File: src/cpu_pkg.sv
`default_nettype none

package cpu_pkg;

    typedef logic [31:0] word_t;
    typedef logic [4:0]  reg_idx_t;
    typedef logic [11:0] alu_op_t;

    // Bit positions inside alu_op_t
    localparam int ALU_ADD  = 0;
    localparam int ALU_SUB  = 1;
    localparam int ALU_SLT  = 2;
    localparam int ALU_SLTU = 3;
    localparam int ALU_AND  = 4;
    localparam int ALU_NOR  = 5;
    localparam int ALU_OR   = 6;
    localparam int ALU_XOR  = 7;
    localparam int ALU_SLL  = 8;
    localparam int ALU_SRL  = 9;
    localparam int ALU_SRA  = 10;
    localparam int ALU_LUI  = 11;

    ////////////////////////////////////////
    // Opcode fields
    ////////////////////////////////////////

    // inst[31:15], three-register and shift-immediate forms
    localparam logic [16:0] OP_ADD_W  = 17'h00020;
    localparam logic [16:0] OP_SUB_W  = 17'h00022;
    localparam logic [16:0] OP_SLT    = 17'h00024;
    localparam logic [16:0] OP_SLTU   = 17'h00025;
    localparam logic [16:0] OP_NOR    = 17'h00028;
    localparam logic [16:0] OP_AND    = 17'h00029;
    localparam logic [16:0] OP_OR     = 17'h0002a;
    localparam logic [16:0] OP_XOR    = 17'h0002b;
    localparam logic [16:0] OP_SLLI_W = 17'h00081;
    localparam logic [16:0] OP_SRLI_W = 17'h00089;
    localparam logic [16:0] OP_SRAI_W = 17'h00091;

    // inst[31:22], 12-bit immediate forms
    localparam logic [9:0]  OP_ADDI_W = 10'h00a;
    localparam logic [9:0]  OP_LD_W   = 10'h0a2;
    localparam logic [9:0]  OP_ST_W   = 10'h0a6;

    // inst[31:25]
    localparam logic [6:0]  OP_LU12I_W = 7'h0a;

    // Reset and zero values
    localparam word_t    WORD_ZERO = 32'h0000_0000;
    localparam reg_idx_t REG_ZERO  = 5'd0;

endpackage

`default_nettype wire
File: src/pipe_if.sv
`timescale 1ns/1ps
`default_nettype none

// Decoded operation from decode to execute
interface id_ex_if import cpu_pkg::*; ();
    logic     valid;
    logic     allowin;
    alu_op_t  alu_op;
    word_t    alu_src1;
    word_t    alu_src2;
    logic     rf_we;
    reg_idx_t rf_waddr;
    logic     mem_we;
    word_t    rkd_value;
    logic     res_from_mem;

    modport id (output valid, alu_op, alu_src1, alu_src2, rf_we, rf_waddr,
                       mem_we, rkd_value, res_from_mem,
                input  allowin);
    modport ex (input  valid, alu_op, alu_src1, alu_src2, rf_we, rf_waddr,
                       mem_we, rkd_value, res_from_mem,
                output allowin);
endinterface

// Executed operation from execute to memory
interface ex_mem_if import cpu_pkg::*; ();
    logic     valid;
    logic     allowin;
    logic     rf_we;
    reg_idx_t rf_waddr;
    word_t    alu_result;
    logic     res_from_mem;

    modport ex  (output valid, rf_we, rf_waddr, alu_result, res_from_mem, input allowin);
    modport mem (input valid, rf_we, rf_waddr, alu_result, res_from_mem, output allowin);
endinterface

// Bypass info from a later stage back to decode
interface fwd_if import cpu_pkg::*; ();
    logic     valid_we;
    logic     is_load;
    reg_idx_t waddr;
    word_t    wdata;

    modport source   (output valid_we, is_load, waddr, wdata);
    modport listener (input  valid_we, is_load, waddr, wdata);
endinterface

`default_nettype wire

File: src/core_top.sv
`timescale 1ns/1ps
`default_nettype none

module core_top import cpu_pkg::*; (
    input  logic        clk,
    input  logic        resetn,
    // Instruction input
    input  logic        inst_valid,
    input  word_t       inst,
    output logic        inst_allowin,
    // Data SRAM
    output logic        data_sram_en,
    output logic [3:0]  data_sram_we,
    output word_t       data_sram_addr,
    output word_t       data_sram_wdata,
    input  word_t       data_sram_rdata,
    // Writeback
    output logic        wb_valid,
    output reg_idx_t    wb_rf_waddr,
    output word_t       wb_rf_wdata
);

    reg_idx_t rf_raddr1, rf_raddr2;
    word_t    rf_rdata1, rf_rdata2;

    id_ex_if  u_id_ex ();
    ex_mem_if u_ex_mem ();
    fwd_if    u_ex_fwd ();
    fwd_if    u_mem_fwd ();

    id_stage u_id_stage (
        .clk(clk), .resetn(resetn),
        .inst_valid(inst_valid), .inst(inst), .inst_allowin(inst_allowin),
        .id_ex(u_id_ex.id), .ex_fwd(u_ex_fwd.listener), .mem_fwd(u_mem_fwd.listener),
        .rf_raddr1(rf_raddr1), .rf_raddr2(rf_raddr2),
        .rf_rdata1(rf_rdata1), .rf_rdata2(rf_rdata2)
    );

    ex_stage u_ex_stage (
        .clk(clk), .resetn(resetn),
        .id_ex(u_id_ex.ex), .ex_mem(u_ex_mem.ex), .ex_fwd(u_ex_fwd.source),
        .data_sram_en(data_sram_en), .data_sram_we(data_sram_we),
        .data_sram_addr(data_sram_addr), .data_sram_wdata(data_sram_wdata)
    );

    mem_stage u_mem_stage (
        .clk(clk), .resetn(resetn),
        .ex_mem(u_ex_mem.mem), .data_sram_rdata(data_sram_rdata),
        .mem_fwd(u_mem_fwd.source),
        .rf_we(wb_valid), .rf_waddr(wb_rf_waddr), .rf_wdata(wb_rf_wdata)
    );

    regfile u_regfile (
        .clk(clk),
        .raddr1(rf_raddr1), .raddr2(rf_raddr2),
        .rdata1(rf_rdata1), .rdata2(rf_rdata2),
        .we(wb_valid), .waddr(wb_rf_waddr), .wdata(wb_rf_wdata)
    );

endmodule

`default_nettype wire

File: src/mem_stage.sv
`timescale 1ns/1ps
`default_nettype none

module mem_stage import cpu_pkg::*; (
    input  logic        clk,
    input  logic        resetn,
    ex_mem_if.mem       ex_mem,
    input  word_t       data_sram_rdata,
    fwd_if.source       mem_fwd,
    output logic        rf_we,
    output reg_idx_t    rf_waddr,
    output word_t       rf_wdata
);

    logic     mem_valid;
    logic     mem_ready_go;
    logic     mem_rf_we;
    reg_idx_t mem_rf_waddr;
    word_t    mem_alu_result;
    logic     mem_res_from_mem;

    // Last stage, nothing downstream to wait for
    assign mem_ready_go   = 1'b1;
    assign ex_mem.allowin = ~mem_valid | mem_ready_go;

    always_ff @(posedge clk) begin
        if (!resetn) begin
            mem_valid <= 1'b0;
        end else if (ex_mem.allowin) begin
            mem_valid <= ex_mem.valid;
        end
    end

    always_ff @(posedge clk) begin
        if (ex_mem.valid && ex_mem.allowin) begin
            mem_rf_we        <= ex_mem.rf_we;
            mem_rf_waddr     <= ex_mem.rf_waddr;
            mem_alu_result   <= ex_mem.alu_result;
            mem_res_from_mem <= ex_mem.res_from_mem;
        end
    end

    // SRAM read data arrives the cycle after the request
    assign rf_we    = mem_valid & mem_rf_we;
    assign rf_waddr = mem_rf_waddr;
    assign rf_wdata = mem_res_from_mem ? data_sram_rdata : mem_alu_result;

    assign mem_fwd.valid_we = rf_we;
    assign mem_fwd.is_load  = 1'b0;
    assign mem_fwd.waddr    = rf_waddr;
    assign mem_fwd.wdata    = rf_wdata;

endmodule

`default_nettype wire

File: src/ex_stage.sv
`timescale 1ns/1ps
`default_nettype none

module ex_stage import cpu_pkg::*; (
    input  logic        clk,
    input  logic        resetn,
    id_ex_if.ex         id_ex,
    ex_mem_if.ex        ex_mem,
    fwd_if.source       ex_fwd,
    output logic        data_sram_en,
    output logic [3:0]  data_sram_we,
    output word_t       data_sram_addr,
    output word_t       data_sram_wdata
);

    logic     ex_valid;
    logic     ex_ready_go;
    logic     ex_go;
    alu_op_t  ex_alu_op;
    word_t    ex_alu_src1;
    word_t    ex_alu_src2;
    logic     ex_rf_we;
    reg_idx_t ex_rf_waddr;
    logic     ex_mem_we;
    word_t    ex_rkd_value;
    logic     ex_res_from_mem;
    word_t    ex_alu_result;

    ////////////////////////////////////////
    // Stage control
    ////////////////////////////////////////
    assign ex_ready_go   = 1'b1;
    assign id_ex.allowin = ~ex_valid | ex_ready_go & ex_mem.allowin;
    assign ex_mem.valid  = ex_valid & ex_ready_go;
    // Leaving for memory this cycle
    assign ex_go         = ex_mem.valid & ex_mem.allowin;

    always_ff @(posedge clk) begin
        if (!resetn) begin
            ex_valid <= 1'b0;
        end else if (id_ex.allowin) begin
            ex_valid <= id_ex.valid;
        end
    end

    always_ff @(posedge clk) begin
        if (id_ex.valid && id_ex.allowin) begin
            ex_alu_op       <= id_ex.alu_op;
            ex_alu_src1     <= id_ex.alu_src1;
            ex_alu_src2     <= id_ex.alu_src2;
            ex_rf_we        <= id_ex.rf_we;
            ex_rf_waddr     <= id_ex.rf_waddr;
            ex_mem_we       <= id_ex.mem_we;
            ex_rkd_value    <= id_ex.rkd_value;
            ex_res_from_mem <= id_ex.res_from_mem;
        end
    end

    alu u_alu (
        .alu_op     (ex_alu_op),
        .alu_src1   (ex_alu_src1),
        .alu_src2   (ex_alu_src2),
        .alu_result (ex_alu_result)
    );

    assign ex_mem.rf_we        = ex_rf_we;
    assign ex_mem.rf_waddr     = ex_rf_waddr;
    assign ex_mem.alu_result   = ex_alu_result;
    assign ex_mem.res_from_mem = ex_res_from_mem;

    // Bypass source, gated by valid
    assign ex_fwd.valid_we = ex_valid & ex_rf_we;
    assign ex_fwd.is_load  = ex_valid & ex_res_from_mem;
    assign ex_fwd.waddr    = ex_rf_waddr;
    assign ex_fwd.wdata    = ex_alu_result;

    ////////////////////////////////////////
    // Data SRAM request
    ////////////////////////////////////////
    assign data_sram_en    = ex_go & (ex_res_from_mem | ex_mem_we);
    assign data_sram_we    = {4{ex_go & ex_mem_we}};
    assign data_sram_addr  = ex_alu_result;
    assign data_sram_wdata = ex_rkd_value;

endmodule

`default_nettype wire

File: src/id_stage.sv
`timescale 1ns/1ps
`default_nettype none

module id_stage import cpu_pkg::*; (
    input  logic          clk,
    input  logic          resetn,
    input  logic          inst_valid,
    input  word_t         inst,
    output logic          inst_allowin,
    id_ex_if.id           id_ex,
    fwd_if.listener       ex_fwd,
    fwd_if.listener       mem_fwd,
    output reg_idx_t      rf_raddr1,
    output reg_idx_t      rf_raddr2,
    input  word_t         rf_rdata1,
    input  word_t         rf_rdata2
);

    logic     id_valid;
    word_t    id_inst;
    logic     id_ready_go;
    reg_idx_t rd, rj, rk;
    logic     inst_add, inst_sub, inst_slt, inst_sltu, inst_and, inst_or;
    logic     inst_nor, inst_xor, inst_slli, inst_srli, inst_srai;
    logic     inst_addi, inst_lu12i, inst_ld, inst_st;
    logic     inst_rr, uses_rj, uses_rkd, gr_we;
    logic     ex_hit1, ex_hit2, mem_hit1, mem_hit2, load_use;
    word_t    rj_value, rkd_value, imm;

    ////////////////////////////////////////
    // Stage control
    ////////////////////////////////////////
    assign id_ready_go  = ~load_use;
    assign inst_allowin = ~id_valid | id_ready_go & id_ex.allowin;
    assign id_ex.valid  = id_valid & id_ready_go;

    always_ff @(posedge clk) begin
        if (!resetn) begin
            id_valid <= 1'b0;
        end else if (inst_allowin) begin
            id_valid <= inst_valid;
        end
    end

    always_ff @(posedge clk) begin
        if (inst_valid && inst_allowin) begin
            id_inst <= inst;
        end
    end

    ////////////////////////////////////////
    // Decode
    ////////////////////////////////////////
    assign rd = id_inst[4:0];
    assign rj = id_inst[9:5];
    assign rk = id_inst[14:10];

    assign inst_add   = id_inst[31:15] == OP_ADD_W;
    assign inst_sub   = id_inst[31:15] == OP_SUB_W;
    assign inst_slt   = id_inst[31:15] == OP_SLT;
    assign inst_sltu  = id_inst[31:15] == OP_SLTU;
    assign inst_nor   = id_inst[31:15] == OP_NOR;
    assign inst_and   = id_inst[31:15] == OP_AND;
    assign inst_or    = id_inst[31:15] == OP_OR;
    assign inst_xor   = id_inst[31:15] == OP_XOR;
    assign inst_slli  = id_inst[31:15] == OP_SLLI_W;
    assign inst_srli  = id_inst[31:15] == OP_SRLI_W;
    assign inst_srai  = id_inst[31:15] == OP_SRAI_W;
    assign inst_addi  = id_inst[31:22] == OP_ADDI_W;
    assign inst_ld    = id_inst[31:22] == OP_LD_W;
    assign inst_st    = id_inst[31:22] == OP_ST_W;
    assign inst_lu12i = id_inst[31:25] == OP_LU12I_W;

    assign inst_rr = inst_add | inst_sub | inst_slt | inst_sltu | inst_and | inst_or
                   | inst_nor | inst_xor;

    always_comb begin
        id_ex.alu_op           = '0;
        id_ex.alu_op[ALU_ADD]  = inst_add | inst_addi | inst_ld | inst_st;
        id_ex.alu_op[ALU_SUB]  = inst_sub;
        id_ex.alu_op[ALU_SLT]  = inst_slt;
        id_ex.alu_op[ALU_SLTU] = inst_sltu;
        id_ex.alu_op[ALU_AND]  = inst_and;
        id_ex.alu_op[ALU_NOR]  = inst_nor;
        id_ex.alu_op[ALU_OR]   = inst_or;
        id_ex.alu_op[ALU_XOR]  = inst_xor;
        id_ex.alu_op[ALU_SLL]  = inst_slli;
        id_ex.alu_op[ALU_SRL]  = inst_srli;
        id_ex.alu_op[ALU_SRA]  = inst_srai;
        id_ex.alu_op[ALU_LUI]  = inst_lu12i;
    end

    // si12, ui5 or si20 depending on the format
    always_comb begin
        if (inst_lu12i) begin
            imm = {id_inst[24:5], 12'h000};
        end else if (inst_slli | inst_srli | inst_srai) begin
            imm = {27'd0, id_inst[14:10]};
        end else begin
            imm = {{20{id_inst[21]}}, id_inst[21:10]};
        end
    end

    assign uses_rj  = ~inst_lu12i;
    assign uses_rkd = inst_rr | inst_st;
    assign gr_we    = (inst_rr | inst_slli | inst_srli | inst_srai | inst_addi
                    | inst_lu12i | inst_ld);

    ////////////////////////////////////////
    // Operands and bypass
    ////////////////////////////////////////
    assign rf_raddr1 = rj;
    assign rf_raddr2 = inst_st ? rd : rk;

    assign ex_hit1  = ex_fwd.valid_we  && ex_fwd.waddr  == rf_raddr1;
    assign ex_hit2  = ex_fwd.valid_we  && ex_fwd.waddr  == rf_raddr2;
    assign mem_hit1 = mem_fwd.valid_we && mem_fwd.waddr == rf_raddr1;
    assign mem_hit2 = mem_fwd.valid_we && mem_fwd.waddr == rf_raddr2;

    // Execute wins over memory
    assign rj_value  = ex_hit1 ? ex_fwd.wdata : mem_hit1 ? mem_fwd.wdata : rf_rdata1;
    assign rkd_value = ex_hit2 ? ex_fwd.wdata : mem_hit2 ? mem_fwd.wdata : rf_rdata2;

    // Load data is not ready until the memory stage
    assign load_use = id_valid & ex_fwd.is_load & (ex_hit1 & uses_rj | ex_hit2 & uses_rkd);

    assign id_ex.alu_src1     = rj_value;
    assign id_ex.alu_src2     = inst_rr ? rkd_value : imm;
    assign id_ex.rf_we        = gr_we & (rd != REG_ZERO);
    assign id_ex.rf_waddr     = rd;
    assign id_ex.mem_we       = inst_st;
    assign id_ex.rkd_value    = rkd_value;
    assign id_ex.res_from_mem = inst_ld;

endmodule

`default_nettype wire

File: src/alu.sv
`timescale 1ns/1ps
`default_nettype none

module alu import cpu_pkg::*; (
    input  alu_op_t alu_op,
    input  word_t   alu_src1,
    input  word_t   alu_src2,
    output word_t   alu_result
);

    logic  sub_mode;
    word_t adder_b;
    word_t adder_sum;
    logic  adder_cout;
    word_t slt_result;
    word_t sltu_result;
    word_t sll_result;
    word_t srl_result;
    word_t sra_result;

    ////////////////////////////////////////
    // Shared adder
    ////////////////////////////////////////
    // Subtract and both compares use src1 - src2
    assign sub_mode = alu_op[ALU_SUB] | alu_op[ALU_SLT] | alu_op[ALU_SLTU];
    assign adder_b  = sub_mode ? ~alu_src2 : alu_src2;
    assign {adder_cout, adder_sum} = {1'b0, alu_src1} + {1'b0, adder_b} + {32'd0, sub_mode};

    // Signed less-than from operand signs and difference sign
    assign slt_result  = {31'd0, (alu_src1[31] & ~alu_src2[31])
                               | (~(alu_src1[31] ^ alu_src2[31]) & adder_sum[31])};
    assign sltu_result = {31'd0, ~adder_cout};

    // Shifts use the low five bits only
    assign sll_result = alu_src1 << alu_src2[4:0];
    assign srl_result = alu_src1 >> alu_src2[4:0];
    assign sra_result = $signed(alu_src1) >>> alu_src2[4:0];

    ////////////////////////////////////////
    // One-hot result select
    ////////////////////////////////////////
    assign alu_result = ({32{alu_op[ALU_ADD] | alu_op[ALU_SUB]}} & adder_sum)
                      | ({32{alu_op[ALU_SLT]}}  & slt_result)
                      | ({32{alu_op[ALU_SLTU]}} & sltu_result)
                      | ({32{alu_op[ALU_AND]}}  & (alu_src1 & alu_src2))
                      | ({32{alu_op[ALU_NOR]}}  & ~(alu_src1 | alu_src2))
                      | ({32{alu_op[ALU_OR]}}   & (alu_src1 | alu_src2))
                      | ({32{alu_op[ALU_XOR]}}  & (alu_src1 ^ alu_src2))
                      | ({32{alu_op[ALU_SLL]}}  & sll_result)
                      | ({32{alu_op[ALU_SRL]}}  & srl_result)
                      | ({32{alu_op[ALU_SRA]}}  & sra_result)
                      | ({32{alu_op[ALU_LUI]}}  & alu_src2);

endmodule

`default_nettype wire

File: src/regfile.sv
`timescale 1ns/1ps
`default_nettype none

module regfile import cpu_pkg::*; (
    input  logic     clk,
    input  reg_idx_t raddr1,
    input  reg_idx_t raddr2,
    output word_t    rdata1,
    output word_t    rdata2,
    input  logic     we,
    input  reg_idx_t waddr,
    input  word_t    wdata
);

    // r0 is not stored
    word_t rf [31:1];

    always_ff @(posedge clk) begin
        if (we && waddr != REG_ZERO) begin
            rf[waddr] <= wdata;
        end
    end

    assign rdata1 = (raddr1 == REG_ZERO) ? WORD_ZERO : rf[raddr1];
    assign rdata2 = (raddr2 == REG_ZERO) ? WORD_ZERO : rf[raddr2];

endmodule

`default_nettype wire

File: config.mk
export PLATFORM = sky130hd
export DESIGN_NAME = core_top
export DESIGN_NICKNAME = d
export VERILOG_FILES = /design/src/cpu_pkg.sv /design/src/pipe_if.sv /design/src/core_top.sv /design/src/mem_stage.sv /design/src/ex_stage.sv /design/src/id_stage.sv /design/src/alu.sv /design/src/regfile.sv
export SDC_FILE = /design/constraint.sdc
export NUM_CORES = 2
export LEC_CHECK = 0
export BUFFER_PORTS_ARGS = -buffer_cell sky130_fd_sc_hd__buf_4
export CAP_MARGIN = 20
export CORE_UTILIZATION = 50
export CTS_CLUSTER_DIAMETER = 200
export DETAILED_ROUTE_END_ITERATION = 8
export MAX_ROUTING_LAYER = met4
export PLACE_DENSITY = 0.7
export RECOVER_POWER = 50
export REMOVE_ABC_BUFFERS = 1
export SLEW_MARGIN = 20
export SYNTH_ARGS = -nofsm -noshare
export SYNTH_HDL_FRONTEND = slang
export SYNTH_SLANG_ARGS = --single-unit
File: constraint.sdc
create_clock -name clk -period 14 [get_ports clk]
set_clock_uncertainty 0.2 [all_clocks]
set_input_delay 2.1 -clock clk [delete_from_list [all_inputs] [get_ports clk]]
set_output_delay 2.1 -clock clk [all_outputs]
set_load 0.005 [all_outputs]
Word level (Yosys, flattened, before mapping):

Memories as Yosys holds them, arrays and structs flattened. A register that Yosys moved wholly into a read port is not among the register bits.
Cells that the tools add are included.

* flip-flop bits (word level): 190
* bits in writable memories: 992
* input bits: 67
* output and inout bits: 108
* word-level logic and storage cells: 138
* memories: 1

* add/sub/neg operators: 2
* equality and inequality tests: 19
* shifts and indexed selects: 3
* muxes and demuxes: 15
* bitwise gates (word level): 72
* reductions and logical operators: 10

Memory list
* u_regfile.rf: words 31, bits a word 32, rd ports 2, clocked after memory_dff 1, wr ports 1, RTL line regfile.sv:16 `word_t rf [31:1];`

Operators by type and width (count)
* $mux 32: 11
* $or 32x32->32: 11
* $and 32x32->32: 10
* $eq 17x6->1 const B: 8
* $and 32x1->32: 2
* $not 32->32: 2
* $eq 17x8->1 const B: 3
* $add 32x32->33: 1
* $add 33x1->33: 1
* $shl 32x5->32: 1
* $shr 32x5->32: 1
* $sshr 32x5->32: 1
* $xor 32x32->32: 1
* $or 1x1->1: 26
* $eq 10x8->1 const B: 2
* $eq 5x5->1: 4
* $and 1x1->1: 13
* $eq 10x4->1 const B: 1
* $logic_not 5->1: 2
* $mux 5: 2
* $reduce_bool 5->1: 2
* $eq 7x4->1 const B: 1
* $logic_and 1x1->1: 6
* $not 1->1: 6
* 2 further kinds: 3

Logic depth before layout (Yosys ltp):

* depth in word-level cells: 20
* gate-level depth with buffers: 16
* depth with buffers taken out: 12

By module:

A second synthesis with hierarchy kept.

* cell total of the unflattened synthesis: 4451
* area total of the unflattened synthesis: 64351.7 µm²

By module, submodules not included
* regfile: times used 1, cells an instance 2601, area each 46498.3 µm², seq. area each 29788.6 µm²
* alu: times used 1, cells an instance 1056, area each 7697.4 µm², seq. area each 0.0 µm²
* ex_stage: times used 1, cells an instance 197, area each 4113.9 µm², seq. area each 3503.4 µm²
* id_stage: times used 1, cells an instance 477, area each 3986.3 µm², seq. area each 980.9 µm²
* mem_stage: times used 1, cells an instance 120, area each 2055.7 µm², seq. area each 1191.1 µm²

Worst setup path after synthesis:

OpenSTA, ideal clock, no wires.

* path kind: register -> output
* start: reg u_ex_stage.ex_alu_src2[3]
* end: out data_sram_addr[24]
* arrival: 4.075 ns
* data required time: 11.700 ns
* slack: 7.625 ns
* stages on the path, launching flop included: 16
* buffers on the path: 5
* cells stage by stage: edfxtp_1 > clkbuf_1 > clkbuf_1 > buf_1 > clkbuf_1 > clkbuf_1 > xnor2_1 > ha_1 > and3_1 > a221oi_1 > or2_2 > a2111oi_0 > or3_1 > xor2_1 > a221oi_1 > inv_1

* longest elaborated chain between the ends: 15
* elaborated cells on any way between the ends: 21
* classes of those cells: add/sub (2); shift (3); mux (1); bitwise (15)

Ends and longest elaborated chain
* from (decl): RTL line ex_stage.sv:21 `word_t ex_alu_src2;`
* from (signal assigned): RTL line ex_stage.sv:50 `ex_alu_src2 <= id_ex.alu_src2;`
* $not 32->32: RTL line alu.sv:26 `assign adder_b = sub_mode ? ~alu_src2 : alu_src2;`
* $mux 32: RTL line alu.sv:26
* $add 32x32->33: RTL line alu.sv:27 `assign {adder_cout, adder_sum} = {1'b0, alu_src1} + {1'b0, adder_b} + {32'd0, sub_mode};`
* $add 33x1->33: RTL line alu.sv:27
* $and 32x32->32: RTL line alu.sv:42 `assign alu_result = ({32{alu_op[ALU_ADD] | alu_op[ALU_SUB]}} & adder_sum)`
* $or 32x32->32: RTL line alu.sv:43 `| ({32{alu_op[ALU_SLT]}} & slt_result)`
* $or 32x32->32: RTL line alu.sv:44 `| ({32{alu_op[ALU_SLTU]}} & sltu_result)`
* $or 32x32->32: RTL line alu.sv:45 `| ({32{alu_op[ALU_AND]}} & (alu_src1 & alu_src2))`
* $or 32x32->32: RTL line alu.sv:46 `| ({32{alu_op[ALU_NOR]}} & ~(alu_src1 | alu_src2))`
* $or 32x32->32: RTL line alu.sv:47 `| ({32{alu_op[ALU_OR]}} & (alu_src1 | alu_src2))`
* $or 32x32->32: RTL line alu.sv:48 `| ({32{alu_op[ALU_XOR]}} & (alu_src1 ^ alu_src2))`
* $or 32x32->32: RTL line alu.sv:49 `| ({32{alu_op[ALU_SLL]}} & sll_result)`
* $or 32x32->32: RTL line alu.sv:50 `| ({32{alu_op[ALU_SRL]}} & srl_result)`
* $or 32x32->32 (*): RTL line alu.sv:51 `| ({32{alu_op[ALU_SRA]}} & sra_result)`
* $or 32x32->32 (*): RTL line alu.sv:52 `| ({32{alu_op[ALU_LUI]}} & alu_src2);`
* to (decl): RTL line core_top.sv:14 `output word_t data_sram_addr,`

Every way passes the cells marked *; elsewhere a longest branch is shown, timed or not.

Final worst setup path:

* start: reg u_ex_stage.ex_alu_src2[0]
* end: out data_sram_addr[26]

The elaborated chain is that of the path after synthesis.

==> flow_metrics.py <==
metrics = {
    "pwr": {
        "pwr_density_cell_nw_per_um2": 122,
        "power_frac_comb": 0.137,
        "p_switching_mw": 2.24,
        "p_leak_nw": 23.7,
        "intPower_mw": 6.35,
        "pwr-share-clk": 0.392,
        "vdd_drop_max_v": 0.000116,
        "p_sw_frac": 0.261,
        "seqPwrFrac": 0.471,
        "p_total_mw": 8.59,
    },
    "layout": {
        "drive_gt1_frac": 0.210,
        "final_nets": 4801,
        "final_cell_count_no_fill": 6400,
        "design_area_sq_um": 70400,
        "layout_commonest_cell": "edfxtp_1",
        "multi_input_area_sq_um": 25800,
        "mostFrequentLayoutCells": "edfxtp_1, nand2_1, mux4_2",
        "syn_to_final_growth_pct": 11.1,
        "seq_area_sq_um": 35600,
        "fillCellCount": 9890,
    },
    "cts": {
        "cts_root_buffer": "clkbuf_16",
        "cts_resized": 0,
        "post-cts-setup-buffers": 0,
        "cts_tree": "yes",
        "numCtsBuffers": 120,
        "cts-hold-fix-buffers": 0,
        "clk_latency_ps": 740,
        "clk_path_buf_depth": 3,
        "clk_pin_slew_worst_paths_ps": 60,
        "htreeDepth": 3,
        "cts.sinks": 1187,
    },
    "sta": {
        "slew_headroom": -1.44,
        "period_share": 0.611,
        "tns_ps": 0,
        "fmax_mhz": 117,
        "tightest_slew_ps": 3660,
        "grt_setup_unrepaired": "no",
        "timing.final.ws_setup_ps": 5450,
        "finalSetupViolCount": 0,
        "period_minus_slack_ps": 8550,
        "drv_slew": 353,
        "hold_viol_final": 0,
    },
    "global_routing": {
        "antenna_found_initial": 12,
        "track_usage": 0.375,
        "grt_busiest_layer": "met2",
        "grt-ovfl-total": 0,
        "grt_first_pass_wirelength_microns": 328000,
        "grtUsageMet1": 0.485,
        "grt_pass1_vias": 44202,
        "global_route.usage.met2": 0.529,
        "grt_start_max_net_pins": 135,
        "grtUsageMet3": 0.112,
    },
    "setup_path": {
        "cp-end-kind": "output port",
        "crit_buf_inv": 2,
        "critPathArrivalTime_ps": 6250,
        "cp-start-kind": "flop",
        "required_ps": 11700,
        "path_delay_family": "compound AO/OA/AOI/OAI gates",
        "path_cells": "buf_4 > nor4_1 > nor2_1 > fa_1 > a21o_1 > a221oi_1 > or2_2 > a21oi_1 > o21ai_0 > a21boi_0 > o31ai_2 > buf_4",
        "path_max_fanout": 40,
        "cp_slowest_cell": "o31ai_2",
        "crit_top_cell": "buf_4",
        "max_stage_delay_ps": 1000,
        "worstSetupPathType": "reg -> out",
    },
    "synthesis": {
        "synthCells": 4559,
        "ys_ff_latch": 1187,
        "synth.distinct_cells": 99,
        "ys_warn_count": 0,
        "avgSynthCellArea_sq_um": 13.9,
        "ys.flop_type": "edfxtp_1",
        "synth_edf_count": 1179,
        "async_flop_share": 0,
        "synth_seq_area_share": 0.561,
        "yosys-top-cells-area": "edfxtp_1, mux4_2, mux2i_1",
        "synth_area_leader_cell": "edfxtp_1",
        "yosys.area.top_type_share": 0.559,
        "syn-cell-area_sq_um": 63400,
    },
    "min_path": {
        "worst_hold_path_type": "reg -> reg",
    },
    "floorplan": {
        "ios": 175,
        "fp.dieH_microns": 358,
        "rows": 130,
        "start_util": 0.504,
        "die-area_sq_um": 128000,
        "core-area_sq_um": 126000,
        "fp.dieW_microns": 358,
    },
    "place": {
        "preCtsSetupSlack_ps": 6370,
        "gp_congestion": 1.04,
        "placed_cells": 6163,
        "dpl.hpwl_microns": 146000,
        "placed_area_sq_um": 66500,
        "port_buffers": 174,
    },
    "route": {
        "first_pass_iters": 7,
        "drc": 0,
        "drtIter0Drc": 8420,
        "avgViaCountPerCell": 7.29,
        "via_count": 46675,
        "ant_nets": 0,
        "wl_per_cell_microns": 36.9,
        "wl_microns": 236000,
    },
    "status": {
        "status": "complete, but fails checks",
        "violations": "max-capacitance violations, max-slew violations",
    },
    "job": {
        "maxCapViolations": 23,
    },
}
## metrics by stage
| stage | util | hold slack, ps |
|---|---|---|
| after global placement | 0.529 | 239 |
| after floorplan | - | 226 |
| final | 0.560 | 255 |
| after global routing | 0.560 | 277 |
| after detailed placement | 0.529 | 240 |
| after CTS | 0.562 | 259 |
## registers in the layout, summed over array words and instances (netlist names), named ones only
register                        flops
u_ex_stage.data_sram_wdata         32
u_ex_stage.ex_alu_op               12
u_ex_stage.ex_alu_src1             32
u_ex_stage.ex_alu_src2             32
u_ex_stage.ex_fwd.waddr             5
u_ex_stage.ex_mem.res_from_mem      1
u_ex_stage.ex_mem.rf_we             1
u_ex_stage.ex_mem.valid             1
u_ex_stage.ex_mem_we                1
u_id_stage.id_inst                 32
u_id_stage.id_valid                 1
u_mem_stage.mem_alu_result         32
u_mem_stage.mem_fwd.waddr           5
u_mem_stage.mem_res_from_mem        1
u_mem_stage.mem_rf_we               1
u_mem_stage.mem_valid               1
u_regfile.rf                      992
## power groups by stage
stage / registers [mW] / clock network, mW / logic (mW)
global placement: 4.11 / 0 / 1.13
CTS: 4.04 / 3.37 / 1.15
detailed placement: 4.11 / 0 / 1.14
floorplan: 4.12 / 0 / 0.761
finish: 4.05 / 3.36 / 1.18
global route: 4.04 / 3.50 / 1.23
## per-layer routing
| metal | up-vias | routed length, microns |
|---|---|---|
| li1 | 18391 | - |
| met1 | 23207 | 82700 |
| met2 | 4167 | 102000 |
| met3 | 910 | 35600 |
| met4 | 0 | 16000 |
| met5 | - | 0 |
## cell families (layout without fill, tap and decap cells)
group,count (synthesis),in the layout,synth area share
XOR/XNOR,68,68,0.00940
AO/OA/AOI/OAI,835,835,0.0931
AND/OR/NAND/NOR,1145,1145,0.0808
adder cells (fa/ha/maj),98,98,0.0195
buffers and inverters,483,661,0.0340
other,0,13,0
flip-flops,1187,1187,0.561
multiplexers,743,743,0.202
## cell type report
class / count / area share
Sequential cell: 1187 / 0.506
Clock inverter: 83 / 0.0137
Antenna cell: 13 / 0.000462
Tap cell: 1650 / 0.0293
Multi-Input combinational cell: 2889 / 0.367
Timing Repair Buffer: 314 / 0.0334
Inverter: 124 / 0.00661
Clock buffer: 140 / 0.0440
## path summary, 6_finish.rpt
| check | depth (start not counted) | to | startpoint | slack, ps |
|---|---|---|---|---|
| worst max register to register | 12 | u_ex_stage.ex_alu_src2[16] | u_id_stage.id_inst[31] | 6890 |
| worst min register to register | 0 | u_mem_stage.mem_rf_we | u_ex_stage.ex_mem.rf_we | 260 |
| worst min-delay path | 0 | u_mem_stage.mem_rf_we | u_ex_stage.ex_mem.rf_we | 260 |
| worst max-delay path | 12 | data_sram_addr[26] | u_ex_stage.ex_alu_src2[0] | 5450 |
## synthesized netlist by cell type, types with 13 or more instances
library cell  number
edfxtp_1        1179
nand2_1          442
mux4_2           423
nor2_1           331
mux2i_1          264
a21oi_1          199
clkbuf_1         168
nand3_1          129
inv_1            120
o21ai_0          101
ha_1              97
a211oi_1          95
buf_2             88
nor3_1            62
xnor2_1           56
buf_1             54
mux2_2            54
nand4_1           47
a32oi_1           41
a31oi_1           37
buf_4             36
o22ai_1           31
a222oi_1          30
a21o_1            25
o32ai_1           25
a311oi_1          21
and3_1            20
a22oi_1           19
nor4_1            19
a221o_1           18
o211ai_1          17
a221oi_1          16
and2_1            16
o21ai_1           15
buf_6             13
## worst reg2reg max path: stages, from the launching register on
cell and delay (ps):
edfxtp_1 600, nor4b_4 530, nand4_4 260, inv_1 1020
a21o_4 530, buf_4 560, buf_4 680, buf_4 750
mux4_2 640, mux2i_1 200, o32ai_1 160, o2bb2a_2 380
a221o_1 330
Note: power is estimated with default switching activity, not from simulation.
